--- src/source/pq_pkg.sv ---
// prediction queue package with address widths, queue geometry and bundle types
`default_nettype none

package pq_pkg;

    typedef logic [31:0] va_t;
    typedef logic [9:0]  bblk_offset_t;
    typedef logic [3:0]  pred_cnt_t;
    typedef logic [1:0]  hit_way_t;
    // 3-bit index plus wrap bit
    typedef logic [3:0]  pq_ptr_t;

    localparam int         PQ_DEPTH    = 5;
    localparam logic [2:0] PQ_LAST_IDX = 3'd4;

    // bit 0 of the start pc is always zero, not stored
    typedef struct packed {
        logic [30:0]  start_pc;
        bblk_offset_t offset;
        logic         pred_taken;
        hit_way_t     way;
        pred_cnt_t    cnt;
        logic         ret;
    } bblk_entry_t;

    typedef struct packed {
        bblk_entry_t entry;
        va_t         target;
        logic        hit;
    } bpu_info_t;

    typedef struct packed {
        logic valid;
        va_t  pc;
    } flush_t;

    typedef struct packed {
        logic      valid;
        hit_way_t  way;
        logic      taken;
        logic      ret;
        pred_cnt_t cnt;
        va_t       npc;
    } slot_pred_t;

endpackage

`default_nettype wire

--- src/source/pq_bblk_queue.sv ---
// basic-block queue: five-entry circular store with write and issue pointers
`timescale 1ns/1ps
`default_nettype none

module pq_bblk_queue (
    input  logic                core_clk,
    input  logic                core_reset_n,
    input  pq_pkg::flush_t      flush,
    input  logic                wr_en,
    input  pq_pkg::bpu_info_t   bpu_info,
    input  logic [1:0]          pop_cnt,
    output logic                q_full,
    output logic [2:0]          entry_cnt,
    output pq_pkg::bblk_entry_t head_entry,
    output pq_pkg::bblk_entry_t next_entry,
    output pq_pkg::va_t         next2_pc,
    output pq_pkg::va_t         last_target
);
    import pq_pkg::*;

    bblk_entry_t mem [PQ_DEPTH];
    pq_ptr_t     wr_ptr;
    pq_ptr_t     iss_ptr;
    pq_ptr_t     iss_ptr_p1;
    pq_ptr_t     iss_ptr_p2;
    logic [2:0]  wr_idx;
    logic [2:0]  iss_idx;
    bblk_entry_t next2_entry;

    // index wraps from the last slot to zero and flips the wrap bit
    function automatic pq_ptr_t ptr_inc(input pq_ptr_t p);
        pq_ptr_t r;
        if (p[2:0] == PQ_LAST_IDX) begin
            r = {~p[3], 3'd0};
        end else begin
            r = p + 4'd1;
        end
        return r;
    endfunction

    assign wr_idx     = wr_ptr[2:0];
    assign iss_idx    = iss_ptr[2:0];
    assign iss_ptr_p1 = ptr_inc(iss_ptr);
    assign iss_ptr_p2 = ptr_inc(iss_ptr_p1);

    assign q_full    = (wr_idx == iss_idx) & (wr_ptr[3] != iss_ptr[3]);
    assign entry_cnt = (wr_ptr[3] == iss_ptr[3]) ? (wr_idx - iss_idx)
                                                 : (wr_idx + 3'(PQ_DEPTH) - iss_idx);

    always_ff @(posedge core_clk) begin
        if (wr_en) begin
            mem[wr_idx] <= bpu_info.entry;
            last_target <= bpu_info.target;
        end
    end

    always_ff @(posedge core_clk or negedge core_reset_n) begin
        if (!core_reset_n) begin
            wr_ptr <= '0;
        end else if (flush.valid) begin
            wr_ptr <= '0;
        end else if (wr_en) begin
            wr_ptr <= ptr_inc(wr_ptr);
        end
    end

    always_ff @(posedge core_clk or negedge core_reset_n) begin
        if (!core_reset_n) begin
            iss_ptr <= '0;
        end else if (flush.valid) begin
            iss_ptr <= '0;
        end else if (pop_cnt == 2'd2) begin
            iss_ptr <= iss_ptr_p2;
        end else if (pop_cnt == 2'd1) begin
            iss_ptr <= iss_ptr_p1;
        end
    end

    // combinational read ports at the head
    assign head_entry  = mem[iss_idx];
    assign next_entry  = mem[iss_ptr_p1[2:0]];
    assign next2_entry = mem[iss_ptr_p2[2:0]];
    assign next2_pc    = {next2_entry.start_pc, 1'b0};

endmodule

`default_nettype wire

--- src/source/pq_bpu_req.sv ---
// BPU request control: one outstanding request, ack qualification, miss wait
`timescale 1ns/1ps
`default_nettype none

module pq_bpu_req (
    input  logic              core_clk,
    input  logic              core_reset_n,
    input  pq_pkg::flush_t    flush,
    input  logic              q_full,
    input  logic              bpu_rd_ready,
    input  logic              bpu_rd_ack,
    input  pq_pkg::bpu_info_t bpu_info,
    output logic              bpu_rd_valid,
    output logic              wr_en,
    output logic              no_addr_valid_stall
);
    import pq_pkg::*;

    logic outstanding;
    logic miss_wait;
    logic req_accept;
    logic ack_used;

    assign req_accept = bpu_rd_valid & bpu_rd_ready;
    // acks for a flushed request are dropped
    assign ack_used   = bpu_rd_ack & outstanding & ~flush.valid;
    assign wr_en      = ack_used & bpu_info.hit;

    assign bpu_rd_valid        = ~q_full & ~outstanding & ~miss_wait;
    assign no_addr_valid_stall = bpu_rd_valid & ~bpu_rd_ready;

    always_ff @(posedge core_clk or negedge core_reset_n) begin
        if (!core_reset_n) begin
            outstanding <= 1'b0;
        end else if (flush.valid) begin
            outstanding <= 1'b0;
        end else if (req_accept) begin
            outstanding <= 1'b1;
        end else if (ack_used) begin
            outstanding <= 1'b0;
        end
    end

    // nothing is requested until the first flush gives a start pc
    always_ff @(posedge core_clk or negedge core_reset_n) begin
        if (!core_reset_n) begin
            miss_wait <= 1'b1;
        end else if (flush.valid) begin
            miss_wait <= 1'b0;
        end else if (ack_used & ~bpu_info.hit) begin
            miss_wait <= 1'b1;
        end
    end

endmodule

`default_nettype wire

--- src/source/pq_flush_ctrl.sv ---
// flush control: prioritized flush pc and the prediction-break flag
`timescale 1ns/1ps
`default_nettype none

module pq_flush_ctrl (
    input  logic            core_clk,
    input  logic            core_reset_n,
    input  logic            resume,
    input  pq_pkg::va_t     resume_pc,
    input  logic            redirect,
    input  logic            redirect_for_cti,
    input  pq_pkg::va_t     redirect_pc,
    input  logic            retry,
    input  pq_pkg::va_t     retry_pc,
    output pq_pkg::flush_t  flush,
    output logic            pred_brk
);
    import pq_pkg::*;

    logic brk_set;
    logic brk_clr;

    assign flush.valid = resume | redirect | retry;
    assign flush.pc    = resume ? resume_pc : redirect ? redirect_pc : retry_pc;

    // non-cti redirect or plain retry breaks the prediction stream
    assign brk_set = (redirect & ~redirect_for_cti) | (retry & ~redirect);
    assign brk_clr = resume | (redirect & redirect_for_cti);

    always_ff @(posedge core_clk or negedge core_reset_n) begin
        if (!core_reset_n) begin
            pred_brk <= 1'b0;
        end else if (brk_clr) begin
            pred_brk <= 1'b0;
        end else if (brk_set) begin
            pred_brk <= 1'b1;
        end
    end

endmodule

`default_nettype wire

--- src/source/pq_issue_pc.sv ---
// issue slot sequencing: slot pcs, per-slot prediction fields and pop count
`timescale 1ns/1ps
`default_nettype none

module pq_issue_pc (
    input  logic                core_clk,
    input  logic                core_reset_n,
    input  pq_pkg::flush_t      flush,
    input  pq_pkg::bblk_entry_t head_entry,
    input  pq_pkg::bblk_entry_t next_entry,
    input  pq_pkg::va_t         next2_pc,
    input  logic [2:0]          entry_cnt,
    input  pq_pkg::va_t         last_target,
    input  logic                ifu_i0_issue,
    input  logic                ifu_i0_32b,
    input  logic                ifu_i0_pred_hit,
    input  logic                ifu_i1_issue,
    input  logic                ifu_i1_32b,
    input  logic                ifu_i1_pred_hit,
    input  logic                ifu_i1_bblk_start,
    output pq_pkg::va_t         ifu_i0_pc,
    output pq_pkg::va_t         ifu_i1_pc,
    output pq_pkg::slot_pred_t  i0_pred,
    output pq_pkg::slot_pred_t  i1_pred,
    output logic [1:0]          pop_cnt
);
    import pq_pkg::*;

    va_t  i0_size;
    va_t  i1_size;
    va_t  pc_adv;
    va_t  head_npc;
    va_t  next_npc;
    logic head_valid;
    logic next_valid;

    function automatic slot_pred_t make_pred(input bblk_entry_t e, input logic vld,
                                             input logic hit, input va_t npc);
        slot_pred_t p;
        p.valid = vld;
        p.way   = e.way;
        p.taken = e.pred_taken & hit;
        p.ret   = e.ret;
        p.cnt   = e.cnt;
        p.npc   = npc;
        return p;
    endfunction

    assign i0_size = ifu_i0_32b ? 32'd4 : 32'd2;
    assign i1_size = ifu_i1_32b ? 32'd4 : 32'd2;
    assign pc_adv  = i0_size + (ifu_i1_issue ? i1_size : 32'd0);

    always_ff @(posedge core_clk or negedge core_reset_n) begin
        if (!core_reset_n) begin
            ifu_i0_pc <= '0;
        end else if (flush.valid) begin
            ifu_i0_pc <= flush.pc;
        end else if (ifu_i0_issue) begin
            ifu_i0_pc <= ifu_i0_pc + pc_adv;
        end
    end

    assign ifu_i1_pc = ifu_i0_pc + i0_size;

    assign head_valid = (entry_cnt != 3'd0);
    assign next_valid = (entry_cnt >= 3'd2);

    // fall back to the last hit target when no later block is queued
    assign head_npc = next_valid ? {next_entry.start_pc, 1'b0} : last_target;
    assign next_npc = (entry_cnt >= 3'd3) ? next2_pc : last_target;

    assign i0_pred = make_pred(head_entry, head_valid, ifu_i0_pred_hit, head_npc);
    assign i1_pred = ifu_i1_bblk_start ?
                     make_pred(next_entry, next_valid, ifu_i1_pred_hit, next_npc) :
                     make_pred(head_entry, head_valid, ifu_i1_pred_hit, head_npc);

    assign pop_cnt = {1'b0, ifu_i0_issue & ifu_i0_pred_hit}
                   + {1'b0, ifu_i1_issue & ifu_i1_pred_hit};

endmodule

`default_nettype wire

--- src/source/pq_top.sv ---
// prediction queue top: flush control, BPU requests, block queue and issue slots
`timescale 1ns/1ps
`default_nettype none

module pq_top (
    input  logic                 core_clk,
    input  logic                 core_reset_n,
    input  logic                 resume,
    input  pq_pkg::va_t          resume_pc,
    input  logic                 redirect,
    input  logic                 redirect_for_cti,
    input  pq_pkg::va_t          redirect_pc,
    input  logic                 retry,
    input  pq_pkg::va_t          retry_pc,
    input  logic                 bpu_rd_ready,
    input  logic                 bpu_rd_ack,
    input  logic                 bpu_info_hit,
    input  pq_pkg::va_t          bpu_info_target,
    input  pq_pkg::va_t          bpu_info_start_pc,
    input  pq_pkg::bblk_offset_t bpu_info_offset,
    input  pq_pkg::hit_way_t     bpu_info_way,
    input  logic                 bpu_info_ret,
    input  logic                 bpu_info_pred_taken,
    input  pq_pkg::pred_cnt_t    bpu_info_pred_cnt,
    input  logic                 ifu_i0_issue,
    input  logic                 ifu_i0_32b,
    input  logic                 ifu_i0_pred_hit,
    input  logic                 ifu_i1_issue,
    input  logic                 ifu_i1_32b,
    input  logic                 ifu_i1_pred_hit,
    input  logic                 ifu_i1_bblk_start,
    output logic                 bpu_rd_valid,
    output logic                 no_addr_valid_stall,
    output pq_pkg::va_t          ifu_i0_pc,
    output logic                 ifu_i0_pred_valid,
    output pq_pkg::hit_way_t     ifu_i0_pred_way,
    output logic                 ifu_i0_pred_taken,
    output logic                 ifu_i0_pred_ret,
    output pq_pkg::pred_cnt_t    ifu_i0_pred_cnt,
    output pq_pkg::va_t          ifu_i0_pred_npc,
    output logic                 ifu_i0_pred_brk,
    output pq_pkg::va_t          ifu_i1_pc,
    output logic                 ifu_i1_pred_valid,
    output pq_pkg::hit_way_t     ifu_i1_pred_way,
    output logic                 ifu_i1_pred_taken,
    output logic                 ifu_i1_pred_ret,
    output pq_pkg::pred_cnt_t    ifu_i1_pred_cnt,
    output pq_pkg::va_t          ifu_i1_pred_npc
);
    import pq_pkg::*;

    flush_t      flush;
    bpu_info_t   bpu_info;
    logic        q_full;
    logic        wr_en;
    logic [2:0]  entry_cnt;
    logic [1:0]  pop_cnt;
    bblk_entry_t head_entry;
    bblk_entry_t next_entry;
    va_t         next2_pc;
    va_t         last_target;
    slot_pred_t  i0_pred;
    slot_pred_t  i1_pred;

    assign bpu_info.entry.start_pc   = bpu_info_start_pc[31:1];
    assign bpu_info.entry.offset     = bpu_info_offset;
    assign bpu_info.entry.pred_taken = bpu_info_pred_taken;
    assign bpu_info.entry.way        = bpu_info_way;
    assign bpu_info.entry.cnt        = bpu_info_pred_cnt;
    assign bpu_info.entry.ret        = bpu_info_ret;
    assign bpu_info.target           = bpu_info_target;
    assign bpu_info.hit              = bpu_info_hit;

    pq_flush_ctrl u_flush_ctrl (
        .core_clk         (core_clk),
        .core_reset_n     (core_reset_n),
        .resume           (resume),
        .resume_pc        (resume_pc),
        .redirect         (redirect),
        .redirect_for_cti (redirect_for_cti),
        .redirect_pc      (redirect_pc),
        .retry            (retry),
        .retry_pc         (retry_pc),
        .flush            (flush),
        .pred_brk         (ifu_i0_pred_brk)
    );

    pq_bpu_req u_bpu_req (
        .core_clk            (core_clk),
        .core_reset_n        (core_reset_n),
        .flush               (flush),
        .q_full              (q_full),
        .bpu_rd_ready        (bpu_rd_ready),
        .bpu_rd_ack          (bpu_rd_ack),
        .bpu_info            (bpu_info),
        .bpu_rd_valid        (bpu_rd_valid),
        .wr_en               (wr_en),
        .no_addr_valid_stall (no_addr_valid_stall)
    );

    pq_bblk_queue u_bblk_queue (
        .core_clk     (core_clk),
        .core_reset_n (core_reset_n),
        .flush        (flush),
        .wr_en        (wr_en),
        .bpu_info     (bpu_info),
        .pop_cnt      (pop_cnt),
        .q_full       (q_full),
        .entry_cnt    (entry_cnt),
        .head_entry   (head_entry),
        .next_entry   (next_entry),
        .next2_pc     (next2_pc),
        .last_target  (last_target)
    );

    pq_issue_pc u_issue_pc (
        .core_clk          (core_clk),
        .core_reset_n      (core_reset_n),
        .flush             (flush),
        .head_entry        (head_entry),
        .next_entry        (next_entry),
        .next2_pc          (next2_pc),
        .entry_cnt         (entry_cnt),
        .last_target       (last_target),
        .ifu_i0_issue      (ifu_i0_issue),
        .ifu_i0_32b        (ifu_i0_32b),
        .ifu_i0_pred_hit   (ifu_i0_pred_hit),
        .ifu_i1_issue      (ifu_i1_issue),
        .ifu_i1_32b        (ifu_i1_32b),
        .ifu_i1_pred_hit   (ifu_i1_pred_hit),
        .ifu_i1_bblk_start (ifu_i1_bblk_start),
        .ifu_i0_pc         (ifu_i0_pc),
        .ifu_i1_pc         (ifu_i1_pc),
        .i0_pred           (i0_pred),
        .i1_pred           (i1_pred),
        .pop_cnt           (pop_cnt)
    );

    assign ifu_i0_pred_valid = i0_pred.valid;
    assign ifu_i0_pred_way   = i0_pred.way;
    assign ifu_i0_pred_taken = i0_pred.taken;
    assign ifu_i0_pred_ret   = i0_pred.ret;
    assign ifu_i0_pred_cnt   = i0_pred.cnt;
    assign ifu_i0_pred_npc   = i0_pred.npc;

    assign ifu_i1_pred_valid = i1_pred.valid;
    assign ifu_i1_pred_way   = i1_pred.way;
    assign ifu_i1_pred_taken = i1_pred.taken;
    assign ifu_i1_pred_ret   = i1_pred.ret;
    assign ifu_i1_pred_cnt   = i1_pred.cnt;
    assign ifu_i1_pred_npc   = i1_pred.npc;

endmodule

`default_nettype wire
--- config.mk ---
export PLATFORM = sky130hd
export DESIGN_NAME = pq_top
export DESIGN_NICKNAME = d
export VERILOG_FILES = /design/src/source/pq_pkg.sv /design/src/source/pq_bblk_queue.sv /design/src/source/pq_bpu_req.sv /design/src/source/pq_flush_ctrl.sv /design/src/source/pq_issue_pc.sv /design/src/source/pq_top.sv
export SDC_FILE = /design/constraint.sdc
export NUM_CORES = 1
export LEC_CHECK = 0
export BUFFER_PORTS_ARGS = -buffer_cell sky130_fd_sc_hd__buf_2
export CAP_MARGIN = 5
export CORE_MARGIN = 5
export CORE_UTILIZATION = 55
export DETAILED_ROUTE_END_ITERATION = 7
export PLACE_DENSITY = 0.91
export SETUP_SLACK_MARGIN = 0.05
export SLEW_MARGIN = 10
export SYNTH_ARGS = -nofsm -noshare
export SYNTH_HDL_FRONTEND = slang
export SYNTH_SLANG_ARGS = --single-unit
--- constraint.sdc ---
create_clock -name core_clk -period 6.3 [get_ports core_clk]
set_input_delay 1.26 -clock core_clk [delete_from_list [all_inputs] [get_ports core_clk]]
set_output_delay 1.26 -clock core_clk [all_outputs]
set_load 0.01 [all_outputs]
After elaboration in Yosys (flattened, before gate mapping)
Memory sizes are Yosys's and may differ from the RTL's. Index checks and enable logic that the tools add are counted.

Flip-flop bits (word level): 75. RAM bits: 245. Input bits: 194. Output and inout bits: 149. Logic and storage cells: 95. Memories kept: 1.

Add/sub/neg operators: 10. Order comparisons: 2. Equal/unequal tests: 8. Mux-type cells: 28. Bitwise logic cells: 32. Reduce and logical (&&, ||, !) cells: 7.

Memories: u_bblk_queue.mem (words 5, bits a word 49, rd ports 3, clocked after memory_dff 0, write ports 1, line pq_bblk_queue.sv:21) `bblk_entry_t mem [PQ_DEPTH];`.

Operators with widths (count): $mux W32 (7); $add A32 B32 Y32 (3); $mux W41 (1); $mux W4 (8); $and A1 B1 Y1 (17); $add A4 B1 Y4 const B (3); $not A1 Y1 (11); $eq A3 B3 Y1 const B (3); $mux W1 (9); $mux W3 (3); $reduce_bool A3 Y1 (3); $reduce_bool A2 Y1 (4); $ge A3 B2 Y1 const B (2); $sub A3 B3 Y3 (2); $or A1 B1 Y1 (4); $add A3 B3 Y3 const B (1); $eq A3 B3 Y1 (1); $add A1 B1 Y2 (1); $eq A2 B1 Y1 const B (1); $eq A2 B2 Y1 const B (1); $eq A1 B1 Y1 (1); $ne A1 B1 Y1 (1).

Logic depth before layout (Yosys ltp)
Word-level depth: 8. Depth in mapped cells: 16. Gate-level depth less buffers: 11.

Cells and area by module
From an unflattened synthesis, not the netlist that was laid out.

Cells, all modules: 1529. Area, all modules: 18293.8 um^2.

By module, submodules not included: pq_bblk_queue (instances 1, cells each 893, area an instance 13696.9 um^2, seq. area each 8518.2 um^2); pq_issue_pc (instances 1, cells each 514, area an instance 3727.3 um^2, seq. area each 800.8 um^2); pq_flush_ctrl (instances 1, cells each 111, area an instance 758.2 um^2, seq. area each 25.0 um^2); pq_bpu_req (instances 1, cells each 11, area an instance 111.4 um^2, seq. area each 51.3 um^2).

Least setup slack after synthesis
OpenSTA, ideal clock, no wires.

Path type: input port to flip-flop. From: input port redirect. To: memory u_bblk_queue.mem[1][0] (netlist bit) (enable). Setup time: 0.533 ns. Arrival: 5.953 ns. Required time: 5.767 ns. Slack: -0.185 ns. Cell stages on the path: 6. Buffers on the path: 3. Cells stage by stage: buf_2 -> or3_1 -> clkbuf_1 -> or2_1 -> buf_6 -> nor4_1.

Longest elaborated chain between the ends: 7.

Ends and longest elaborated chain: start: declaration (line pq_top.sv:10) `input logic redirect,`; $or A1 B1 Y1 (2 in a row) (line pq_flush_ctrl.sv:23) `assign flush.valid = resume | redirect | retry;`; $not A1 Y1 (line pq_bpu_req.sv:26) `assign ack_used = bpu_rd_ack & outstanding & ~flush.valid;`; $and A1 B1 Y1 (line pq_bpu_req.sv:26); $and A1 B1 Y1 (line pq_bpu_req.sv:27) `assign wr_en = ack_used & bpu_info.hit;`; $mux W1 (line pq_bblk_queue.sv:51) `if (wr_en) begin`; $mux W1 (implied by the code) (line pq_bblk_queue.sv:52) `mem[wr_idx] <= bpu_info.entry;`; end: declaration (line pq_bblk_queue.sv:21).

Every way passes these cells.

Worst setup path in the final report
From: register u_bblk_queue.iss_ptr[0]. To: output port ifu_i1_pred_npc[15].

Longest elaborated chain between the ends: 7. Elaborated cells between the ends (all ways): 15. Classes of those cells: add/sub (4); order compare (2); eq/ne (2); mux (6); memory (1).

Ends and longest elaborated chain: start: declaration (line pq_bblk_queue.sv:23) `pq_ptr_t iss_ptr;`; start signal: assignment (line pq_bblk_queue.sv:73) `iss_ptr <= iss_ptr_p2;`; start signal: assignment (line pq_bblk_queue.sv:75) `iss_ptr <= iss_ptr_p1;`; $add A4 B1 Y4 / $eq A3 B3 Y1 (equally long branches) (line pq_bblk_queue.sv:36, pq_bblk_queue.sv:33); $mux W4 (line pq_bblk_queue.sv:33) `if (p[2:0] == PQ_LAST_IDX) begin`; $add A4 B1 Y4 / $eq A3 B3 Y1 (equally long branches) (line pq_bblk_queue.sv:36, pq_bblk_queue.sv:33); $mux W4 (line pq_bblk_queue.sv:33); $mem_v2 Z5 W49; $mux W32 (line pq_issue_pc.sv:70) `assign next_npc = (entry_cnt >= 3'd3) ? next2_pc : last_target;`; $mux W41 (*) (line pq_issue_pc.sv:73) `assign i1_pred = ifu_i1_bblk_start ?`; end: declaration (line pq_top.sv:48) `output pq_pkg::va_t ifu_i1_pred_npc`.

Mark *: on every way between the ends. The rest lies on a longest branch, timed or not.

==> flow_summary.json <==
{
  "status": "complete, no violations",
  "path_class": "flip-flop to primary output",
  "yosys.area_share.simple": 0.120,
  "slew_headroom": 0.277,
  "seq_area_mm2": 0.00790,
  "final-setup-viol-count": 0,
  "power_density_mw_per_mm2": 231,
  "clock_latency_ns": 0.54,
  "cts-root-buf": "clkbuf_16",
  "irDropWorstVdd_v": 0.000210,
  "cellLeakagePower_nw": 6.91,
  "grt_start_max_net_pins": 81,
  "track_usage": 0.294,
  "ant_nets": 0,
  "rows": 61,
  "post-route-util": 0.653,
  "crit_chain": "inv_1, ha_1, nand2_1, nand2_1, ha_2, buf_4, nand2_1, a21oi_1, a31oi_1, a311o_1, a2bb2oi_2, buf_2",
  "rsz0062_at_grt": "no",
  "grt_antenna_before_repair": 16,
  "routed_wirelength_um": 48100,
  "synthArstFlopShare": 0.159,
  "avgSynthCellArea_um2": 11.0,
  "vias_per_cell": 6.44,
  "tightestPinTransition_ns": 1.08,
  "via_count": 13330,
  "hold_viol": 0,
  "post-route-min-period_ns": 5.90,
  "stdcell_area_mm2": 0.0180,
  "drv_slew": 0,
  "place_area_mm2": 0.0171,
  "critPathLaunchType": "flip-flop",
  "cts_buffer_depth": 3,
  "syn_to_final_growth_pct": 18.0,
  "muxShareOfSynthArea": 0.0783,
  "min_period_over_period": 0.936,
  "drtIter0Drc": 1629,
  "cts_tree": "yes",
  "yosysWarnings": 0,
  "cts_buffers": 28,
  "synthCells": 1389,
  "worstPathRequired_ns": 5.04,
  "yosys.area_share.adder": 0.0188,
  "synth-xor-area-share": 0.0210,
  "drtPass1Iterations": 6,
  "timing.critical_path.mode_cell": "nand2_1",
  "clk_pin_slew_worst_paths_ns": 0.06,
  "slowest_delay_ns": 1.02,
  "synth_cell_types": 68,
  "clock-sinks": 270,
  "synthesis.nets": 1603,
  "seq_area_frac_synth": 0.517,
  "die_x_um": 177,
  "route.detailed.drc": 0,
  "coreArea_mm2": 0.0276,
  "synth_compound_area_frac": 0.203,
  "min_path_type": "flip-flop to flip-flop",
  "cts_resized": 0,
  "synth-edff-count": 227,
  "p_total_mw": 4.16,
  "n_fill_cell": 2022,
  "maxCapViolCount": 0,
  "cts_setup_buffers": 0,
  "synth_seq_cells": 270,
  "dieArea_mm2": 0.0312,
  "grt_pass1_wl_um": 72400,
  "hold_buffers": 0,
  "synth_area_mm2": 0.0153,
  "htree_levels": 1,
  "grt_pass1_vias": 13311,
  "max_freq_mhz": 170,
  "fp.dieH_um": 177,
  "grt_overflow": 0,
  "cp_max_fo": 57,
  "multi_input_area_mm2": 0.00681,
  "gp_congestion": 1.00,
  "start_util": 0.553,
  "drt-wirelength-per-cell_um": 23.2,
  "synth_top_family_by_area": "compound AO/OA/AOI/OAI gates",
  "fin_worst_skew_ns": 0.0118,
  "final_nets": 1871,
  "port_buffers": 331,
  "dp_hpwl_um": 32000,
  "yosys_most_used_dff": "edfxtp_1",
  "cp.arrival_ns": 4.64,
  "drive_gt1_frac": 0.312,
  "crit_path_end_kind": "primary output",
  "pin_count": 343,
  "cpMaxStageDelayCell": "ha_2"
}
routing by layer:
metal,track usage,up-vias,routed length [um]
met5,0,-,41
li1,-,5851,-
met4,0.139,6,2230
met1,0.351,6344,16600
met2,0.513,959,24000
met3,0.0594,170,5140
placed cells by master, fill, tap and decap left out, types with 10 or more instances in the layout:
cell,instances
clkbuf_16,29
o221ai_1,38
a311o_1,31
a21boi_0,29
buf_2,330
a21oi_1,89
mux2_2,69
mux2i_1,20
o21ai_0,52
diode_2,12
a31oi_1,69
xnor2_1,18
a22oi_1,19
nand3_1,24
inv_1,21
xor2_1,15
nand2b_1,34
a2bb2oi_2,29
nor3_1,10
nand2_1,150
dfrtp_1,41
buf_4,24
nor2_1,122
ha_1,14
a221o_1,10
edfxtp_1,227
and3_1,11
synthesized netlist by cell type, drive strengths merged, types with 3 or more instances:
| cell type | n | share of area |
|---|---|---|
| mux2i | 22 | 0.015 |
| o211ai | 8 | 0.0039 |
| nand4 | 9 | 0.0037 |
| nor2 | 122 | 0.030 |
| a21o | 3 | 0.0015 |
| a2bb2oi | 38 | 0.034 |
| and2 | 4 | 0.0016 |
| a221o | 10 | 0.0066 |
| mux2 | 70 | 0.052 |
| clkbuf | 72 | 0.018 |
| edfxtp | 227 | 0.45 |
| nor2b | 8 | 0.0033 |
| and3 | 11 | 0.0045 |
| mux4 | 8 | 0.012 |
| xor2 | 15 | 0.0086 |
| nor3 | 12 | 0.0039 |
| and4 | 6 | 0.0034 |
| nor4 | 8 | 0.0037 |
| nand3 | 24 | 0.0079 |
| xnor2 | 20 | 0.012 |
| or3 | 5 | 0.0020 |
| a211oi | 6 | 0.0029 |
| o22a | 6 | 0.0034 |
| dfrtp | 42 | 0.069 |
| nand2b | 34 | 0.014 |
| nor3b | 3 | 0.0015 |
| inv | 23 | 0.0057 |
| fa | 5 | 0.0066 |
| a21oi | 89 | 0.029 |
| o31ai | 3 | 0.0015 |
| buf | 46 | 0.018 |
| o221ai | 38 | 0.022 |
| a311o | 31 | 0.020 |
| o21ai | 53 | 0.017 |
| a22oi | 20 | 0.010 |
| ha | 15 | 0.012 |
| nand2 | 153 | 0.038 |
| a221oi | 3 | 0.0017 |
| a21boi | 31 | 0.015 |
| a31oi | 69 | 0.028 |
cell families after synthesis:
logic type | Yosys count
xor gates and xnor gates | 35
buffers and inverters | 142
muxes | 100
DFF | 270
AOI/OAI and AO/OA | 419
and+or+nand+nor | 403
adders and majority gates | 20
metrics by stage:
stage	setup TNS (ns)	instances	hold slack, ns	worst slack [ns]
finish	0	2069	0.561	0.404
global route	0	2068	0.582	0.197
CTS	0	2057	0.563	0.511
detailed placement	0	2005	0.551	1.11
global placement	0	2005	0.538	1.26
floorplan	-28.90	1389	0.526	-0.185
state kept, by name, summed over array words and instances, names as in the netlist:
name and cells:
u_flush_ctrl.pred_brk 1, u_bblk_queue.mem 195, u_issue_pc.ifu_i0_pc 32, u_bblk_queue.wr_ptr 4, u_bblk_queue.iss_ptr 4, u_bpu_req.miss_wait 1, u_bpu_req.outstanding 1, u_bblk_queue.last_target 32
report_power, final:
group | internal [mW] | total, mW | switching [mW]
clock network | 0.886 | 1.57 | 0.680
registers | 1.96 | 2.03 | 0.0646
logic | 0.244 | 0.571 | 0.327
area by class of cell:
| type | instances | area share |
|---|---|---|
| sequential | 270 | 0.438 |
| multi-input combinational | 977 | 0.377 |
| timing repair buffer | 356 | 0.104 |
| clock buffer | 38 | 0.0421 |
| tap | 378 | 0.0262 |
| clock inverter | 14 | 0.00548 |
| inverter | 24 | 0.00534 |
| antenna | 12 | 0.00167 |
worst max-delay path: cells and delay by family, from the launching register on:
| kind | cells | cell delay (ns) |
|---|---|---|
| adders and majority gates | 2 | 1.32 |
| buffers and inverters | 3 | 0.82 |
| AOI/OAI and AO/OA | 4 | 0.80 |
| DFF | 1 | 0.76 |
| and+or+nand+nor | 3 | 0.35 |
path summary, 6_finish.rpt:
kind                       slack [ns]                      end  cells past startpoint                     from
min in group asynchronous        0.91  u_issue_pc.ifu_i0_pc[0]                      1             core_reset_n
min                              0.56  u_issue_pc.ifu_i0_pc[0]                      2  u_issue_pc.ifu_i0_pc[0]
max reg2reg                      2.71  u_bblk_queue.iss_ptr[3]                      9  u_bblk_queue.iss_ptr[0]
max in group asynchronous        4.67  u_bblk_queue.iss_ptr[0]                      1             core_reset_n
min reg2reg                      0.56  u_issue_pc.ifu_i0_pc[0]                      2  u_issue_pc.ifu_i0_pc[0]
max                              0.40      ifu_i1_pred_npc[15]                     12  u_bblk_queue.iss_ptr[0]
(Power assumes the default switching activity.)
